## config.mk

```make
export PLATFORM = sky130hd
export DESIGN_NAME = ulpiRegTop
export DESIGN_NICKNAME = d
export VERILOG_FILES = /design/src/hw/ulpiPkg.sv /design/src/hw/ulpiLinkCtrl.sv /design/src/hw/ulpiRegRead.sv /design/src/hw/ulpiRegTop.sv /design/src/hw/ulpiRegWrite.sv
export SDC_FILE = /design/constraint.sdc
export NUM_CORES = 1
export LEC_CHECK = 0
export BUFFER_PORTS_ARGS = -buffer_cell sky130_fd_sc_hd__clkbuf_2
export CORE_MARGIN = 5
export CORE_UTILIZATION = 40
export DETAILED_ROUTE_END_ITERATION = 6
export GPL_TIMING_DRIVEN = 0
export PLACE_DENSITY_LB_ADDON = 0.15
export SKIP_CTS_REPAIR_TIMING = 1
export SYNTH_ARGS = -nofsm -noshare
export SYNTH_HDL_FRONTEND = slang
export SYNTH_SLANG_ARGS = --single-unit
```

## constraint.sdc

```tcl
create_clock -name clk_ULPI -period 3.8 [get_ports clk_ULPI]
set_input_delay 0.76 -clock clk_ULPI [delete_from_list [all_inputs] [get_ports clk_ULPI]]
set_output_delay 0.76 -clock clk_ULPI [all_outputs]
set_load 0.03 [all_outputs]
```

## src/hw/ulpiPkg.sv

```systemverilog
package ulpiPkg;

    // PHY register address, immediate addressing only
    typedef logic [5:0] ulpiAddrT;

    // One byte on the ULPI data bus
    typedef logic [7:0] ulpiDataT;

    // TXCMD headers, bits [7:6] of the command byte
    localparam logic [1:0] CmdRegWrite = 2'b10; // Immediate register write
    localparam logic [1:0] CmdRegRead  = 2'b11; // Immediate register read

    // Builds the TXCMD byte
    // Header in [7:6], address in [5:0]
    function automatic ulpiDataT txCmdByte(
        input logic [1:0] cmd,
        input ulpiAddrT   addr
    );
        return {cmd, addr};
    endfunction

endpackage

```

## src/hw/ulpiLinkCtrl.sv

```systemverilog
module ulpiLinkCtrl import ulpiPkg::*; (
    input  logic     clk_ULPI,  // 60 MHz from PHY
    input  logic     rst,       // Active low, synchronous

    // Wishbone classic slave
    input  logic     wbCyc,
    input  logic     wbStb,
    input  logic     wbWe,
    input  ulpiAddrT wbAdr,
    input  ulpiDataT wbDatW,
    output ulpiDataT wbDatR,    // Valid with ack of a read
    output logic     wbAck,
    output logic     wbErr,

    input  logic     dir,       // PHY owns the bus when high

    // Requests to the engines
    output logic     wrStart,
    output logic     rdStart,
    output ulpiAddrT reqAddr,
    output ulpiDataT reqData,

    // Completions from the engines
    input  logic     wrDone,
    input  logic     wrTimeout,
    input  logic     rdDone,
    input  logic     rdTimeout,
    input  ulpiDataT rdValue,

    // Engine bus drivers, zero when idle
    input  ulpiDataT wrBusOut,
    input  logic     wrBusStp,
    input  ulpiDataT rdBusOut,
    input  logic     rdBusStp,

    // ULPI link outputs
    output ulpiDataT dataO,
    output logic     stp
);

    typedef enum logic [1:0] {
        Idle,                   // No cycle in progress
        Pending,                // Request latched, waiting for a free bus
        Result                  // Engine running, waiting for done or timeout
    } stateT;

    stateT state;
    logic  weQ;                 // Latched direction of the request
    logic  newReq;
    logic  dispatch;
    logic  engDone;
    logic  engFail;

    // Ack or err still high means the master has not dropped stb yet
    assign newReq = wbCyc && wbStb && !wbAck && !wbErr;

    // Engines are idle in Pending since the last one finished before Idle
    assign dispatch = (state == Pending) && wbCyc && !dir;

    assign wrStart = dispatch && weQ;   // One cycle, state leaves Pending
    assign rdStart = dispatch && !weQ;

    assign engDone = wrDone || rdDone;
    assign engFail = wrTimeout || rdTimeout;

    // Request latch
    always_ff @(posedge clk_ULPI) begin
        if ((state == Idle) && newReq) begin
            weQ     <= wbWe;
            reqAddr <= wbAdr;
            reqData <= wbDatW;
        end
    end

    always_ff @(posedge clk_ULPI) begin
        if (!rst) begin
            state <= Idle;
            wbAck <= 1'b0;
            wbErr <= 1'b0;
        end else begin
            wbAck <= (state == Result) && engDone;  // Single cycle
            wbErr <= (state == Result) && engFail;
            case (state)
                Idle: begin
                    if (newReq) state <= Pending;
                end
                Pending: begin
                    if (!wbCyc) begin
                        state <= Idle;              // Master gave up
                    end else if (!dir) begin
                        state <= Result;            // Start pulsed this cycle
                    end
                end
                Result: begin
                    if (engDone || engFail) state <= Idle;
                end
                default: state <= Idle;
            endcase
        end
    end

    // Read engine holds its byte until the next read
    assign wbDatR = rdValue;

    // Only one engine is active at a time, the other drives zero
    assign dataO = wrBusOut | rdBusOut;
    assign stp   = wrBusStp | rdBusStp;

endmodule

```

## src/hw/ulpiRegRead.sv

```systemverilog
module ulpiRegRead import ulpiPkg::*; #(
    parameter int NxtTimeout = 16   // Cycles on TXCMD before giving up
) (
    input  logic     clk_ULPI,
    input  logic     rst,           // Active low
    input  logic     start,         // One cycle pulse
    input  ulpiAddrT addr,
    input  logic     nxt,
    input  logic     dir,
    input  ulpiDataT dataI,         // PHY to link
    output ulpiDataT busOut,        // Zero when idle
    output logic     busStp,
    output logic     done,
    output logic     timeout,
    output ulpiDataT rdValue        // Last byte read from the PHY
);

    localparam int CntW = $clog2(NxtTimeout + 1);

    typedef enum logic [2:0] {
        Idle,
        TxCmd,      // Read command until nxt
        Turn,       // PHY takes the bus, dir rising
        Capture,    // Register byte on dataI
        Release     // Wait for dir low, or STP after timeout
    } stateT;

    stateT           state;
    ulpiAddrT        addrQ;
    logic            aborted;
    logic [CntW-1:0] waitCnt;
    logic            cntExpired;

    // Same expiry point as the write engine
    assign cntExpired = (waitCnt == CntW'(NxtTimeout - 1));

    always_ff @(posedge clk_ULPI) begin
        if (start) addrQ <= addr;
    end

    // Sample only while the PHY drives the bus
    always_ff @(posedge clk_ULPI) begin
        if ((state == Capture) && dir) rdValue <= dataI;
    end

    always_ff @(posedge clk_ULPI) begin
        if (!rst) begin
            state   <= Idle;
            aborted <= 1'b0;
            waitCnt <= '0;
        end else begin
            case (state)
                Idle: begin
                    aborted <= 1'b0;
                    waitCnt <= '0;
                    if (start) state <= TxCmd;
                end
                TxCmd: begin
                    if (nxt) begin
                        state <= Turn;
                    end else if (cntExpired) begin
                        aborted <= 1'b1;
                        state   <= Release;     // STP there, no data
                    end else begin
                        waitCnt <= waitCnt + 1'b1;
                    end
                end
                Turn:    state <= Capture;      // One turnaround cycle
                Capture: state <= Release;
                Release: begin
                    // PHY must hand the bus back before the next command
                    if (aborted || !dir) state <= Idle;
                end
                default: state <= Idle;
            endcase
        end
    end

    always_ff @(negedge clk_ULPI) begin
        if (!rst) begin
            busOut <= '0;
            busStp <= 1'b0;
        end else begin
            // Link stops driving once the PHY accepts the command
            busOut <= (state == TxCmd) ? txCmdByte(CmdRegRead, addrQ) : '0;
            busStp <= (state == Release) && aborted;
        end
    end

    assign done    = (state == Release) && !aborted && !dir;
    assign timeout = (state == Release) && aborted;

endmodule

```

## src/hw/ulpiRegTop.sv

```systemverilog
module ulpiRegTop import ulpiPkg::*; #(
    parameter int NxtTimeout = 16   // Shared by both engines, 2 or more
) (
    input  logic     clk_ULPI,
    input  logic     rst,

    // Wishbone classic slave
    input  logic     wbCyc,
    input  logic     wbStb,
    input  logic     wbWe,
    input  ulpiAddrT wbAdr,
    input  ulpiDataT wbDatW,
    output ulpiDataT wbDatR,
    output logic     wbAck,
    output logic     wbErr,

    // ULPI link side
    input  logic     dir,
    input  logic     nxt,
    input  ulpiDataT dataI,
    output ulpiDataT dataO,
    output logic     stp
);

    logic     wrStart;
    logic     rdStart;
    ulpiAddrT reqAddr;
    ulpiDataT reqData;
    logic     wrDone;
    logic     wrTimeout;
    logic     rdDone;
    logic     rdTimeout;
    ulpiDataT rdValue;
    ulpiDataT wrBusOut;     // Write engine bus byte
    logic     wrBusStp;
    ulpiDataT rdBusOut;     // Read engine bus byte
    logic     rdBusStp;

    ulpiLinkCtrl ctrl (
        .clk_ULPI  (clk_ULPI),
        .rst       (rst),
        .wbCyc     (wbCyc),
        .wbStb     (wbStb),
        .wbWe      (wbWe),
        .wbAdr     (wbAdr),
        .wbDatW    (wbDatW),
        .wbDatR    (wbDatR),
        .wbAck     (wbAck),
        .wbErr     (wbErr),
        .dir       (dir),
        .wrStart   (wrStart),
        .rdStart   (rdStart),
        .reqAddr   (reqAddr),
        .reqData   (reqData),
        .wrDone    (wrDone),
        .wrTimeout (wrTimeout),
        .rdDone    (rdDone),
        .rdTimeout (rdTimeout),
        .rdValue   (rdValue),
        .wrBusOut  (wrBusOut),
        .wrBusStp  (wrBusStp),
        .rdBusOut  (rdBusOut),
        .rdBusStp  (rdBusStp),
        .dataO     (dataO),
        .stp       (stp)
    );

    ulpiRegWrite #(
        .NxtTimeout (NxtTimeout)
    ) regWrite (
        .clk_ULPI (clk_ULPI),
        .rst      (rst),
        .start    (wrStart),
        .addr     (reqAddr),
        .data     (reqData),
        .nxt      (nxt),
        .busOut   (wrBusOut),
        .busStp   (wrBusStp),
        .done     (wrDone),
        .timeout  (wrTimeout)
    );

    ulpiRegRead #(
        .NxtTimeout (NxtTimeout)
    ) regRead (
        .clk_ULPI (clk_ULPI),
        .rst      (rst),
        .start    (rdStart),
        .addr     (reqAddr),
        .nxt      (nxt),
        .dir      (dir),
        .dataI    (dataI),
        .busOut   (rdBusOut),
        .busStp   (rdBusStp),
        .done     (rdDone),
        .timeout  (rdTimeout),
        .rdValue  (rdValue)
    );

endmodule

```

## src/hw/ulpiRegWrite.sv

```systemverilog
module ulpiRegWrite import ulpiPkg::*; #(
    parameter int NxtTimeout = 16   // Cycles on TXCMD before giving up
) (
    input  logic     clk_ULPI,
    input  logic     rst,           // Active low
    input  logic     start,         // One cycle pulse
    input  ulpiAddrT addr,
    input  ulpiDataT data,
    input  logic     nxt,
    output ulpiDataT busOut,        // Zero when idle
    output logic     busStp,
    output logic     done,
    output logic     timeout
);

    localparam int CntW = $clog2(NxtTimeout + 1);

    typedef enum logic [1:0] {
        Idle,
        TxCmd,      // Command byte until nxt
        Data,       // Register value for one cycle
        Stop        // STP for one cycle
    } stateT;

    stateT           state;
    ulpiAddrT        addrQ;
    ulpiDataT        dataQ;
    logic            aborted;       // Stop reached through timeout
    logic [CntW-1:0] waitCnt;       // Cycles spent in TxCmd
    logic            cntExpired;

    assign cntExpired = (waitCnt == CntW'(NxtTimeout - 1));

    always_ff @(posedge clk_ULPI) begin
        if (start) begin
            addrQ <= addr;
            dataQ <= data;
        end
    end

    always_ff @(posedge clk_ULPI) begin
        if (!rst) begin
            state   <= Idle;
            aborted <= 1'b0;
            waitCnt <= '0;
        end else begin
            case (state)
                Idle: begin
                    aborted <= 1'b0;
                    waitCnt <= '0;
                    if (start) state <= TxCmd;
                end
                TxCmd: begin
                    if (nxt) begin
                        state <= Data;          // PHY took the command
                    end else if (cntExpired) begin
                        aborted <= 1'b1;
                        state   <= Stop;
                    end else begin
                        waitCnt <= waitCnt + 1'b1;
                    end
                end
                Data:    state <= Stop;         // Data nxt not checked
                Stop:    state <= Idle;
                default: state <= Idle;
            endcase
        end
    end

    // Bus outputs change on the falling edge, stable at the PHY's sample
    always_ff @(negedge clk_ULPI) begin
        if (!rst) begin
            busOut <= '0;
            busStp <= 1'b0;
        end else begin
            case (state)
                TxCmd:   busOut <= txCmdByte(CmdRegWrite, addrQ);
                Data:    busOut <= dataQ;
                default: busOut <= '0;
            endcase
            busStp <= (state == Stop);
        end
    end

    assign done    = (state == Stop) && !aborted;
    assign timeout = (state == Stop) && aborted;

endmodule
```

# After elaboration in Yosys (flattened, before gate mapping)
# Cells that the tools add are included.
# totals
ff_bits	82
input_bits	29
out_inout_bits	19
wordCells	117
# classes
add_sub_neg	2
n_eq_ne	25
n_mux	28
bitwise	2
reduce_logical	39
# op_table
operator	count
5-bit two-way mux	4
5-bit one-hot mux with 2 select lines	2
3-bit AND reduction	6
1-bit logical AND	16
8-bit one-hot mux with 2 select lines	1
3-bit one-hot mux with 5 select lines	1
2-bit two-way mux	7
2-bit != test, second input constant	7
3-bit two-way mux	4
5-bit by 1-bit adder with 5-bit output, second input constant	2
5-bit by 4-bit == test with 1-bit output, second input constant	2
8-bit two-way mux	1
2-bit by 1-bit != test with 1-bit output, second input constant	4
8-bit bitwise OR	1
2-bit one-hot mux with 4 select lines	1
2-bit == test, second input constant	3
3-bit by 2-bit == test with 1-bit output, second input constant	2
1-bit logical NOT	6
3-bit by 2-bit != test with 1-bit output, second input constant	2
2-bit one-hot mux with 3 select lines	1
2-bit by 1-bit == test with 1-bit output, second input constant	2
2-bit logical NOT	2
1-bit logical OR	4
1-bit two-way mux	4
8 further kinds	11

# Logic depth before layout (Yosys ltp)
# Gate-level depths: netlist of the first run.
# depth
ltp_word	7
depth_mapped	7
depth_no_buf	7

# Hierarchy
# From an unflattened synthesis of the first run, not the netlist that was laid out.
# unflattened
cells_unflattened	246
area_unflattened_um2	3139.3
# modules_own_cells
module	n_inst	cells_per_inst	area_each_um2	seq_area_each_um2
ulpiRegRead	1	95	1189.9	760.7
ulpiRegWrite	1	97	1176.1	760.7
ulpiLinkCtrl	1	54	773.2	530.5

==> results of run 1 <==
-- metal layers --
| metal | wire length [um] | track usage, % | vias up |
|---|---|---|---|
| met4 | 130 | 8.411 | 0 |
| met5 | 0 | 0 | - |
| met2 | 2217 | 18.52 | 56 |
| met3 | 402 | 4.222 | 12 |
| met1 | 2562 | 16.84 | 816 |
| li1 | - | - | 969 |
-- registers in the layout (all words and copies together) (netlist names), 2 cells and up --
name / flops
ctrl.reqData: 8
regRead.rdValue: 8
regWrite.busOut: 8
regWrite.dataQ: 8
regRead.busOut: 7
ctrl.reqAddr: 6
regRead.addrQ: 6
regWrite.addrQ: 6
regRead.waitCnt: 5
regWrite.waitCnt: 5
regRead.state: 3
ctrl.state: 2
regWrite.state: 2
-- Yosys cell counts, drive strengths merged, types with 2 or more instances --
master,count
edfxtp,43
dfxtp,38
nor2,18
nand2,14
and3,12
or2,9
a22oi,8
ha,8
inv,8
o21ai,6
a21boi,5
nand2b,5
nand3,5
nor3,5
a21oi,4
and2,4
and2b,4
clkbuf,4
xor2,4
buf,3
nor2b,3
nor3b,3
or3,3
nand3b,2
nand4,2
-- final timing paths --
check	start	to	slack, ps	cells past startpoint
worst max-delay path	regRead.busOut[6]	dataO[6]	70	2
worst min-delay path	ctrl.reqData[7]	regWrite.dataQ[7]	420	0
worst max register to register	regWrite.state[0]	regWrite.busOut[0]	610	5
worst min register to register	ctrl.reqData[7]	regWrite.dataQ[7]	420	0
-- layout make-up --
type / count / area, um^2
Clock buffer: 11 / 152.6
Sequential cell: 81 / 2052
Fill cell: 658 / 3550
Clock inverter: 22 / 123.9
Timing Repair Buffer: 47 / 297.8
Buffer: 7 / 32.53
Tap cell: 99 / 123.9
Inverter: 7 / 26.28
Multi-Input combinational cell: 134 / 894.6
-- metrics by stage --
step / total power [mW] / std cells / setup TNS [ps] / hold slack, ps
2_1_floorplan: 1.011 / 230 / 0 / 400.3
5_1_grt: 1.806 / 408 / 0 / 440.9
6_report: 1.722 / 408 / 0 / 423.3
4_1_cts: 1.742 / 408 / -181.9 / 425.5
3_5_place_dp: 1.038 / 376 / 0 / 406.3
3_3_place_gp: 1.036 / 375 / -9.218 / 404.3
-- power groups by stage --
stage	logic [mW]	registers, mW	clock network (mW)
final	0.0535	0.938	0.730
after global routing	0.0600	0.939	0.807
after CTS	0.0524	0.938	0.752
after detailed placement	0.0522	0.956	0.0290
after global placement	0.0498	0.957	0.0290
after floorplan	0.0268	0.955	0.0290
-- critical path: cells and delay by family, from the launching register on --
family                 cells  cell delay (ps)
DFF                        1              300
and+or+nand+nor            1              250
buffers and inverters      1              140
-- logic make-up (layout without fill, tap and decap cells) --
kind of cell | Yosys count | in the layout | synth area share [%]
buffers and inverters | 15 | 94 | 2.098
AO/OA/AOI/OAI | 31 | 31 | 7.302
flip-flops | 81 | 81 | 68.82
adder cells (fa/ha/maj) | 8 | 8 | 3.357
multiplexers | 1 | 1 | 0.3357
AND/OR/NAND/NOR | 90 | 90 | 16.91
XOR/XNOR | 4 | 4 | 1.175
==> impl_metrics.csv, run 1 <==
group,metric,value,unit
clock_network,cts_tree,"built",
pwr,seqPwrFrac,54.5,%
timing,worst_pin_slew,1102,ps
pwr,internal_power,1.330,mW
final_layout,area_delta_synth_final,24.21,%
timing,setup_viol,0,
clock_network,clkTransAtPathRegs,80,ps
placed_design,placed_area,0.003352,mm^2
final_layout,layout.nets,341,
synth,yosys_most_used_dff,"edfxtp_1",
setup_path,crit_required,3040,ps
routing,num_vias,1853,
final_layout,mostFrequentLayoutCells,"edfxtp_1, dfxtp_1, clkbuf_2, inv_1, nor2_1",
final_layout,final_cell_area,0.003704,mm^2
routing,wl_per_cell,13.02,um
clock_network,cts.sinks,81,
setup_path,worstSetupPathType,"reg -> out",
synth,ys_types,43,
global_route,grt_usage,12.99,%
job,drv_cap,0,
routing,drc,0,
pwr,ir_drop,0.2314,mV
timing,worst_slew_margin_rel,26.27,%
timing,setup_ws,68.67,ps
clock_network,htree_levels,3,
synth,synth-seq-cells,81,
synth,avgSynthCellArea,12.96,um^2
global_route,first_global_vias,1852,
synth,synth_area_leader_cell,"edfxtp_1",
die,num_io_pins,48,
final_layout,layout_commonest_cell,"edfxtp_1",
clock_network,clk_latency,390,ps
synth,synthArstFlopShare,0,%
routing,firstDrtPassIters,4,
timing,hold_violations,0,
synth,synth_top_area_share,43.31,%
routing,vias_per_cell,4.542,
setup_path,end_kind,"primary output",
final_layout,n_antenna_cell,0,
global_route,grt_pass1_wl,8.783,mm
routing,drt_iter0_markers,59,
timing,rsz0062_at_grt,"no",
setup_path,crit_path_cell_trace,"or2_4 > buf_6",
placed_design,routabilityCongestion,0.7888,
synth,synth_top_cells_by_area,"edfxtp_1, dfxtp_1, ha_1, and3_1, nor2_1",
timing,slew_viol_final,0,
clock_network,cts_buffers,9,
die,core,0.007253,mm^2
die,die_w,96.34,um
clock_network,cts_buffer_depth,2,
pwr,leakagePower,1.527,nW
outcome,run_status,"completed",
setup_path,cp.arrival,2970,ps
hold_path,min_path_type,"reg -> reg",
global_route,overflow,0,
synth,synth_warnings,0,
global_route,grt_max_degree,16,
pwr,switchingPower,0.3921,mW
global_route,antenna_found_initial,0,
routing,drt-total-wl,5.312,mm
routing,ant_nets,0,
pwr,pwr-share-comb,3.1,%
final_layout,drive_above_1_share,26.21,%
die,initial_core_util,41.11,%
synth,yosysSeqAreaShare,68.82,%
pwr,power.density,464.9,mW/mm^2
timing,clock_skew,43.87,ps
synth,postSynthCellCount,230,
die,core.rowCount,31,
clock_network,cts-root-buf,"clkbuf_8",
pwr,clkPwrFrac,42.4,%
placed_design,place.port_buffers,46,
synth,syn_area,0.002982,mm^2
synth,syn-num-nets,267,
setup_path,slowest_stage,"dfxtp_1",
pwr,sw_frac_of_total,22.77,%
setup_path,worstSetupStartpointType,"flop",
placed_design,dpl.hpwl,3.868,mm
placed_design,post-place-ws,11.56,ps
synth,synth-edff-count,43,
final_layout,fin_util,51.06,%
setup_path,cp_max_fo,2,
die,dieArea,0.009280,mm^2
die,die_y,96.34,um
setup_path,max_stage_delay,300,ps
No activity file was read; power rests on OpenSTA's default activity.
==> run 2: changes to the inputs <==
- CELL_PAD_IN_SITES_DETAIL_PLACEMENT: unset -> 0
- CELL_PAD_IN_SITES_GLOBAL_PLACEMENT: unset -> 1
==> run 2 against run 1 <==
Net effect:
- combinational power about the same
- clock-buffer cell count rose by 1
- critical path type unchanged
- via count fell by 1.5%
- critical endpoint unchanged
==> impl_metrics.csv, run 2 (synthesis gave the netlist of run 1 again) <==
group,metric,value,unit
die,core.rowCount,31,
die,die_y,96.34,um
timing,clock_skew,41.82,ps
setup_path,end_kind,"primary output",
hold_path,hp-start,"ctrl.reqData[1]",
clock_network,cts_tree,"built",
routing,drc,0,
clock_network,clk_latency,390,ps
timing,setup_viol,0,
setup_path,cp_top_family,"flip-flops",
placed_design,dpl.cell_count,376,
setup_path,crit_required,3040,ps
routing,top_layer,"met4",
placed_design,routabilityCongestion,0.7359,
timing,hold_violations,0,
hold_path,min_path_type,"reg -> reg",
clock_network,htree_levels,3,
global_route,grt_pass1_wl,8.459,mm
setup_path,crit_path_cell_trace,"or2_2 > buf_6",
die,dieArea,0.009280,mm^2
final_layout,final_cells,408,
setup_path,worstSetupPathType,"reg -> out",
placed_design,placed_area,0.003352,mm^2
routing,dr_wl_met3,465,um
die,die_w,96.34,um
die,num_io_pins,48,
clock_network,clkTransAtPathRegs,80,ps
setup_path,max_stage_delay,290,ps
routing,m1WireLength,2.572,mm
timing,slew_viol_final,0,
outcome,run_status,"completed",
global_route,grt_max_degree,15,
die,core,0.007253,mm^2
routing,drt_iter0_markers,37,
setup_path,cp.arrival,3000,ps
setup_path,path_buf_inv,1,
final_layout,final_cell_area,0.003704,mm^2
routing,num_vias,1825,
timing,worst_pin_slew,1050,ps
setup_path,cp-startpoint,"regRead.busOut[6]",
clock_network,cts_buffers,9,
routing,ant_nets,0,
setup_path,slowest_stage,"dfxtp_1",
final_layout,layout.nets,341,
timing,rsz0062_at_grt,"yes",
final_layout,layout_commonest_cell,"edfxtp_1",
clock_network,cts-root-buf,"clkbuf_8",
setup_path,crit-reg2reg-launch,"regWrite.state[0]",
routing,vias_per_cell,4.473,
final_layout,n_antenna_cell,0,
pwr,ir_drop,0.2929,mV
global_route,antenna_found_initial,0,
timing,worst_slew_margin_rel,29.75,%
timing,tns,0,ps
global_route,first_global_vias,1772,
setup_path,cp_max_fo,2,
final_layout,area_delta_synth_final,24.21,%
clock_network,cts_buffer_depth,2,
global_route,overflow,0,
pwr,leakagePower,1.529,nW
final_layout,drive_above_1_share,25.89,%
pwr,power.density,464.1,mW/mm^2
placed_design,place.port_buffers,46,
job,drv_cap,0,
setup_path,reg2reg_slack,660,ps
placed_design,dpl.hpwl,3.757,mm
setup_path,worstSetupStartpointType,"flop",
routing,firstDrtPassIters,5,
routing,wl_met2,2.056,mm
final_layout,mostFrequentLayoutCells,"edfxtp_1, dfxtp_1, clkbuf_2, inv_1, nor2_1",
routing,drt-total-wl,5.175,mm
routing,wl_per_cell,12.68,um
die,initial_core_util,41.11,%
clock_network,cts.sinks,81,
global_route,grt_usage,12.26,%
-- run 2: cell count changes in the layout (fill, tap and decap cells not counted) --
cell | previous run | this run
clkbuf_8 | 9 | 10
clkinv_1 | 0 | 1
clkinv_4 | 0 | 2
inv_2 | 1 | 0
inv_6 | 3 | 0
or2_2 | 0 | 2
or2_4 | 9 | 7
-- run 2: cell type report --
cell class / instances / area, um^2
fill: 655 / 3550
sequential: 81 / 2052
multi-input combinational: 134 / 889.6
timing repair buffer: 47 / 297.8
clock buffer: 12 / 166.4
tap: 99 / 123.9
clock inverter: 21 / 115.1
buffer: 7 / 32.53
inverter: 7 / 26.28
-- run 2: layer usage --
metal | vias up | global-route usage [%]
li1 | 970 | -
met1 | 792 | 16.73
met2 | 54 | 17.31
met3 | 9 | 5.395
met4 | 0 | 4.206
met5 | - | 0
-- run 2: final timing paths --
check,cells after the start,end
worst min-delay path,0,regWrite.dataQ[1]
worst max-delay path,2,dataO[6]
worst max register to register,5,regWrite.busOut[4]
worst min register to register,0,regWrite.dataQ[1]
-- run 2: power by group --
group | leakage, nW | internal (mW) | switching (mW)
registers | 0.698 | 0.933 | 0.00462
clock network | 0.200 | 0.385 | 0.342
logic | 0.630 | 0.0239 | 0.0296
total | 1.53 | 1.34 | 0.376
-- run 2: metrics by stage --
stage / power (mW) / util (%) / worst slack (ps) / hold slack, ps
global placement: 1.036 / 45.99 / -32.30 / 403.5
detailed placement: 1.038 / 46.21 / 11.62 / 404.5
CTS: 1.744 / 50.04 / -25.79 / 424.8
finish: 1.719 / 51.06 / 38.70 / 421.4
floorplan: 1.011 / - / 444.4 / 400.3
global route: 1.807 / 51.06 / 2.327 / 430.2
-- run 2: worst register-to-register path, cell delays in order (launching register included) --
cell and delay, ps:
dfxtp_1 410, inv_1 80, ha_1 190, clkbuf_1 180
a22oi_1 220, nor2_1 70
==> run 3: changes to the inputs <==
- ABC_AREA: unset -> 1
- REMOVE_ABC_BUFFERS: unset -> 1
==> run 3 against run 2 <==
Net effect:
- clock power fell by 4.7%
- synthesized area rose by 2.8%
- first-iteration DRC count rose by 89%
- synthesized cell count rose by 23%
- global-route usage rose by 0.47 points
- die area rose by 2.5%
- combinational power rose to 8.4 times the previous value
- register-to-register slack got worse by 30 ps
- via count rose by 11%
- clock skew rose by 8.1 ps
- worst setup slack improved by 8.3 ps
- largest power group unchanged
- wire length rose by 8.2%
==> impl_metrics.csv, run 3 <==
group,metric,value,unit
outcome,run_status,"completed",
routing,drc,0,
routing,num_vias,2021,
placed_design,place.port_buffers,47,
synth,synth_xor_area_share,0,%
synth,avgSynthCellArea,10.79,um^2
hold_path,hold_depth,0,
final_layout,area_delta_synth_final,21.92,%
setup_path,crit_path_cell_trace,"or2_2 > buf_6",
synth,synth_warnings,0,
timing,worst_slew_margin_rel,42.91,%
synth,postSynthCellCount,284,
synth,yosysSeqAreaShare,66.94,%
synth,synth_top_family_by_area,"simple AND/OR/NAND/NOR gates",
final_layout,mostFrequentLayoutCells,"nand2_1, inv_1, edfxtp_1, clkbuf_2, dfxtp_1",
clock_network,cts_buffers,9,
clock_network,cts.sinks,81,
setup_path,r2r-end,"regWrite.busOut[1]",
final_layout,drive_above_1_share,25.91,%
hold_path,hold_path_end,"regWrite.dataQ[5]",
setup_path,slowest_stage,"or2_2",
global_route,first_global_vias,1960,
synth,synth-edff-count,43,
pwr,ir_drop,0.2385,mV
setup_path,crit-reg2reg-launch,"regWrite.state[0]",
synth,synthAdderAreaFrac,3.265,%
routing,wl_per_cell,12.15,um
die,num_io_pins,48,
clock_network,htree_levels,3,
timing,setup_viol,0,
timing,hold_violations,0,
pwr,leakagePower,1.569,nW
die,initial_core_util,40.30,%
placed_design,dpl.hpwl,4.099,mm
setup_path,worstSetupPathType,"reg -> out",
clock_network,cts-root-buf,"clkbuf_8",
timing,clock_skew,49.90,ps
timing,tns,0,ps
setup_path,max_stage_delay,290,ps
synth,synthTopCellsByCount,"nand2_1, edfxtp_1, dfxtp_1, inv_1, nor2_1",
job,drv_cap,0,
setup_path,cp_max_fo,1,
synth,syn_area,0.003065,mm^2
synth,yosys_most_used_dff,"edfxtp_1",
setup_path,reg2reg_slack,630,ps
placed_design,placed_area,0.003398,mm^2
synth,synth_top_cells_by_area,"edfxtp_1, dfxtp_1, nand2_1, inv_1, nor2_1",
global_route,grt_usage,12.73,%
setup_path,worstSetupStartpointType,"flop",
timing,rsz0062_at_grt,"no",
final_layout,regArea,0.002053,mm^2
global_route,grt_pass1_wl,9.473,mm
setup_path,cp.arrival,2990,ps
hold_path,hp-start,"ctrl.reqData[5]",
synth,synth_compound_area_share,4.816,%
synth,synth_area_leader_cell,"edfxtp_1",
routing,drt_iter0_markers,70,
final_layout,fillCellCount,749,
final_layout,layout.nets,391,
synth,synth_mux_area_share,0,%
routing,vias_per_cell,4.384,
timing,slew_viol_final,0,
synth,synth-seq-cells,81,
die,die_y,97.54,um
synth,yosysMostFrequentCell,"nand2_1",
final_layout,multi_input_area,857.1,um^2
die,die_w,97.54,um
synth,yosys.area_share.simple,19.10,%
final_layout,n_antenna_cell,0,
routing,firstDrtPassIters,4,
global_route,grt_max_degree,16,
die,dieArea,0.009514,mm^2
timing,setup_ws,47.02,ps
die,core.rowCount,32,
global_route,overflow,0,
clock_network,cts_tree,"built",
setup_path,reg2regPathDepth,4,
final_layout,final_cell_area,0.003737,mm^2
placed_design,post-place-ws,-65.70,ps
hold_path,min_path_type,"reg -> reg",
global_route,antenna_found_initial,0,
clock_network,cts_buffer_depth,2,
setup_path,end_kind,"primary output",
clock_network,clkTransAtPathRegs,80,ps
timing,worst_pin_slew,849.2,ps
die,core,0.007607,mm^2
final_layout,layout_commonest_cell,"nand2_1",
setup_path,crit_required,3040,ps
synth,ys_types,29,
clock_network,clk_latency,390,ps
routing,ant_nets,0,
pwr,power.density,575.5,mW/mm^2
placed_design,routabilityCongestion,0.8072,
routing,drt-total-wl,5.600,mm
synth,synth_top_area_share,42.12,%
synth,synthArstFlopShare,0,%
[run 3: cell types whose count changed after synthesis, sizes merged, moves of 4 or more]
cell,before,now
nand2,14,55
nand3,5,10
and3,12,1
a21boi,5,0
and2b,4,0
a22oi,8,1
inv,8,40
nor2,18,40
xor2,4,0
nor3,5,1
nand2b,5,0
a21oi,4,19
and2,4,0
[run 3: metal layers]
| metal | vias up | track usage (%) | share of wire [%] |
|---|---|---|---|
| met5 | - | 0 | 0 |
| met3 | 8 | 3.948 | 5.5 |
| met2 | 44 | 19.19 | 46 |
| met1 | 910 | 16.78 | 47 |
| li1 | 1059 | - | - |
| met4 | 0 | 5.751 | 1.6 |
[run 3: area by class of cell]
type                       count  share of cell area [%]
tap                          102                   3.415
clock buffer                  10                   3.415
inverter                      39                   3.917
multi-input combinational    159                   22.93
clock inverter                23                   3.582
sequential                    81                   54.94
timing repair buffer          47                   7.800
[run 3: worst max-delay path by stage]
stage | from | endpoint | slack, ps
global placement | rst | regRead.busOut[3] | -80
global route | regRead.busOut[1] | dataO[1] | 9
detailed placement | rst | regRead.busOut[2] | -70
finish | regRead.busOut[3] | dataO[3] | 50
floorplan | regRead.busOut[6] | dataO[6] | 490
CTS | regRead.busStp | stp | -30
[run 3: stage by stage]
step | util (%) | total power, mW | hold WS, ps | instances
floorplan | - | 1.377 | 400.3 | 280
global placement | 44.67 | 1.482 | 404.2 | 429
detailed placement | 44.67 | 1.483 | 404.5 | 429
CTS | 48.06 | 2.152 | 426.4 | 461
global route | 49.13 | 2.297 | 431.9 | 461
finish | 49.13 | 2.151 | 423.5 | 461
[run 3: kinds of logic after synthesis]
logic type	count (synthesis)
buffers and inverters	44
adders and majority gates	8
DFF	81
AOI/OAI and AO/OA	28
and+or+nand+nor	123
[run 3: power by group]
group | internal, mW | total (mW) | switching, mW
combinational | 0.162 | 0.452 | 0.290
sequential | 0.970 | 1.01 | 0.0357
clock | 0.333 | 0.693 | 0.360
[run 3: critical path: cells and delay by family, from the launching register on]
kind,cells,cell delay (ps)
buffers and inverters,1,140
flip-flops,1,280
AND/OR/NAND/NOR,1,290
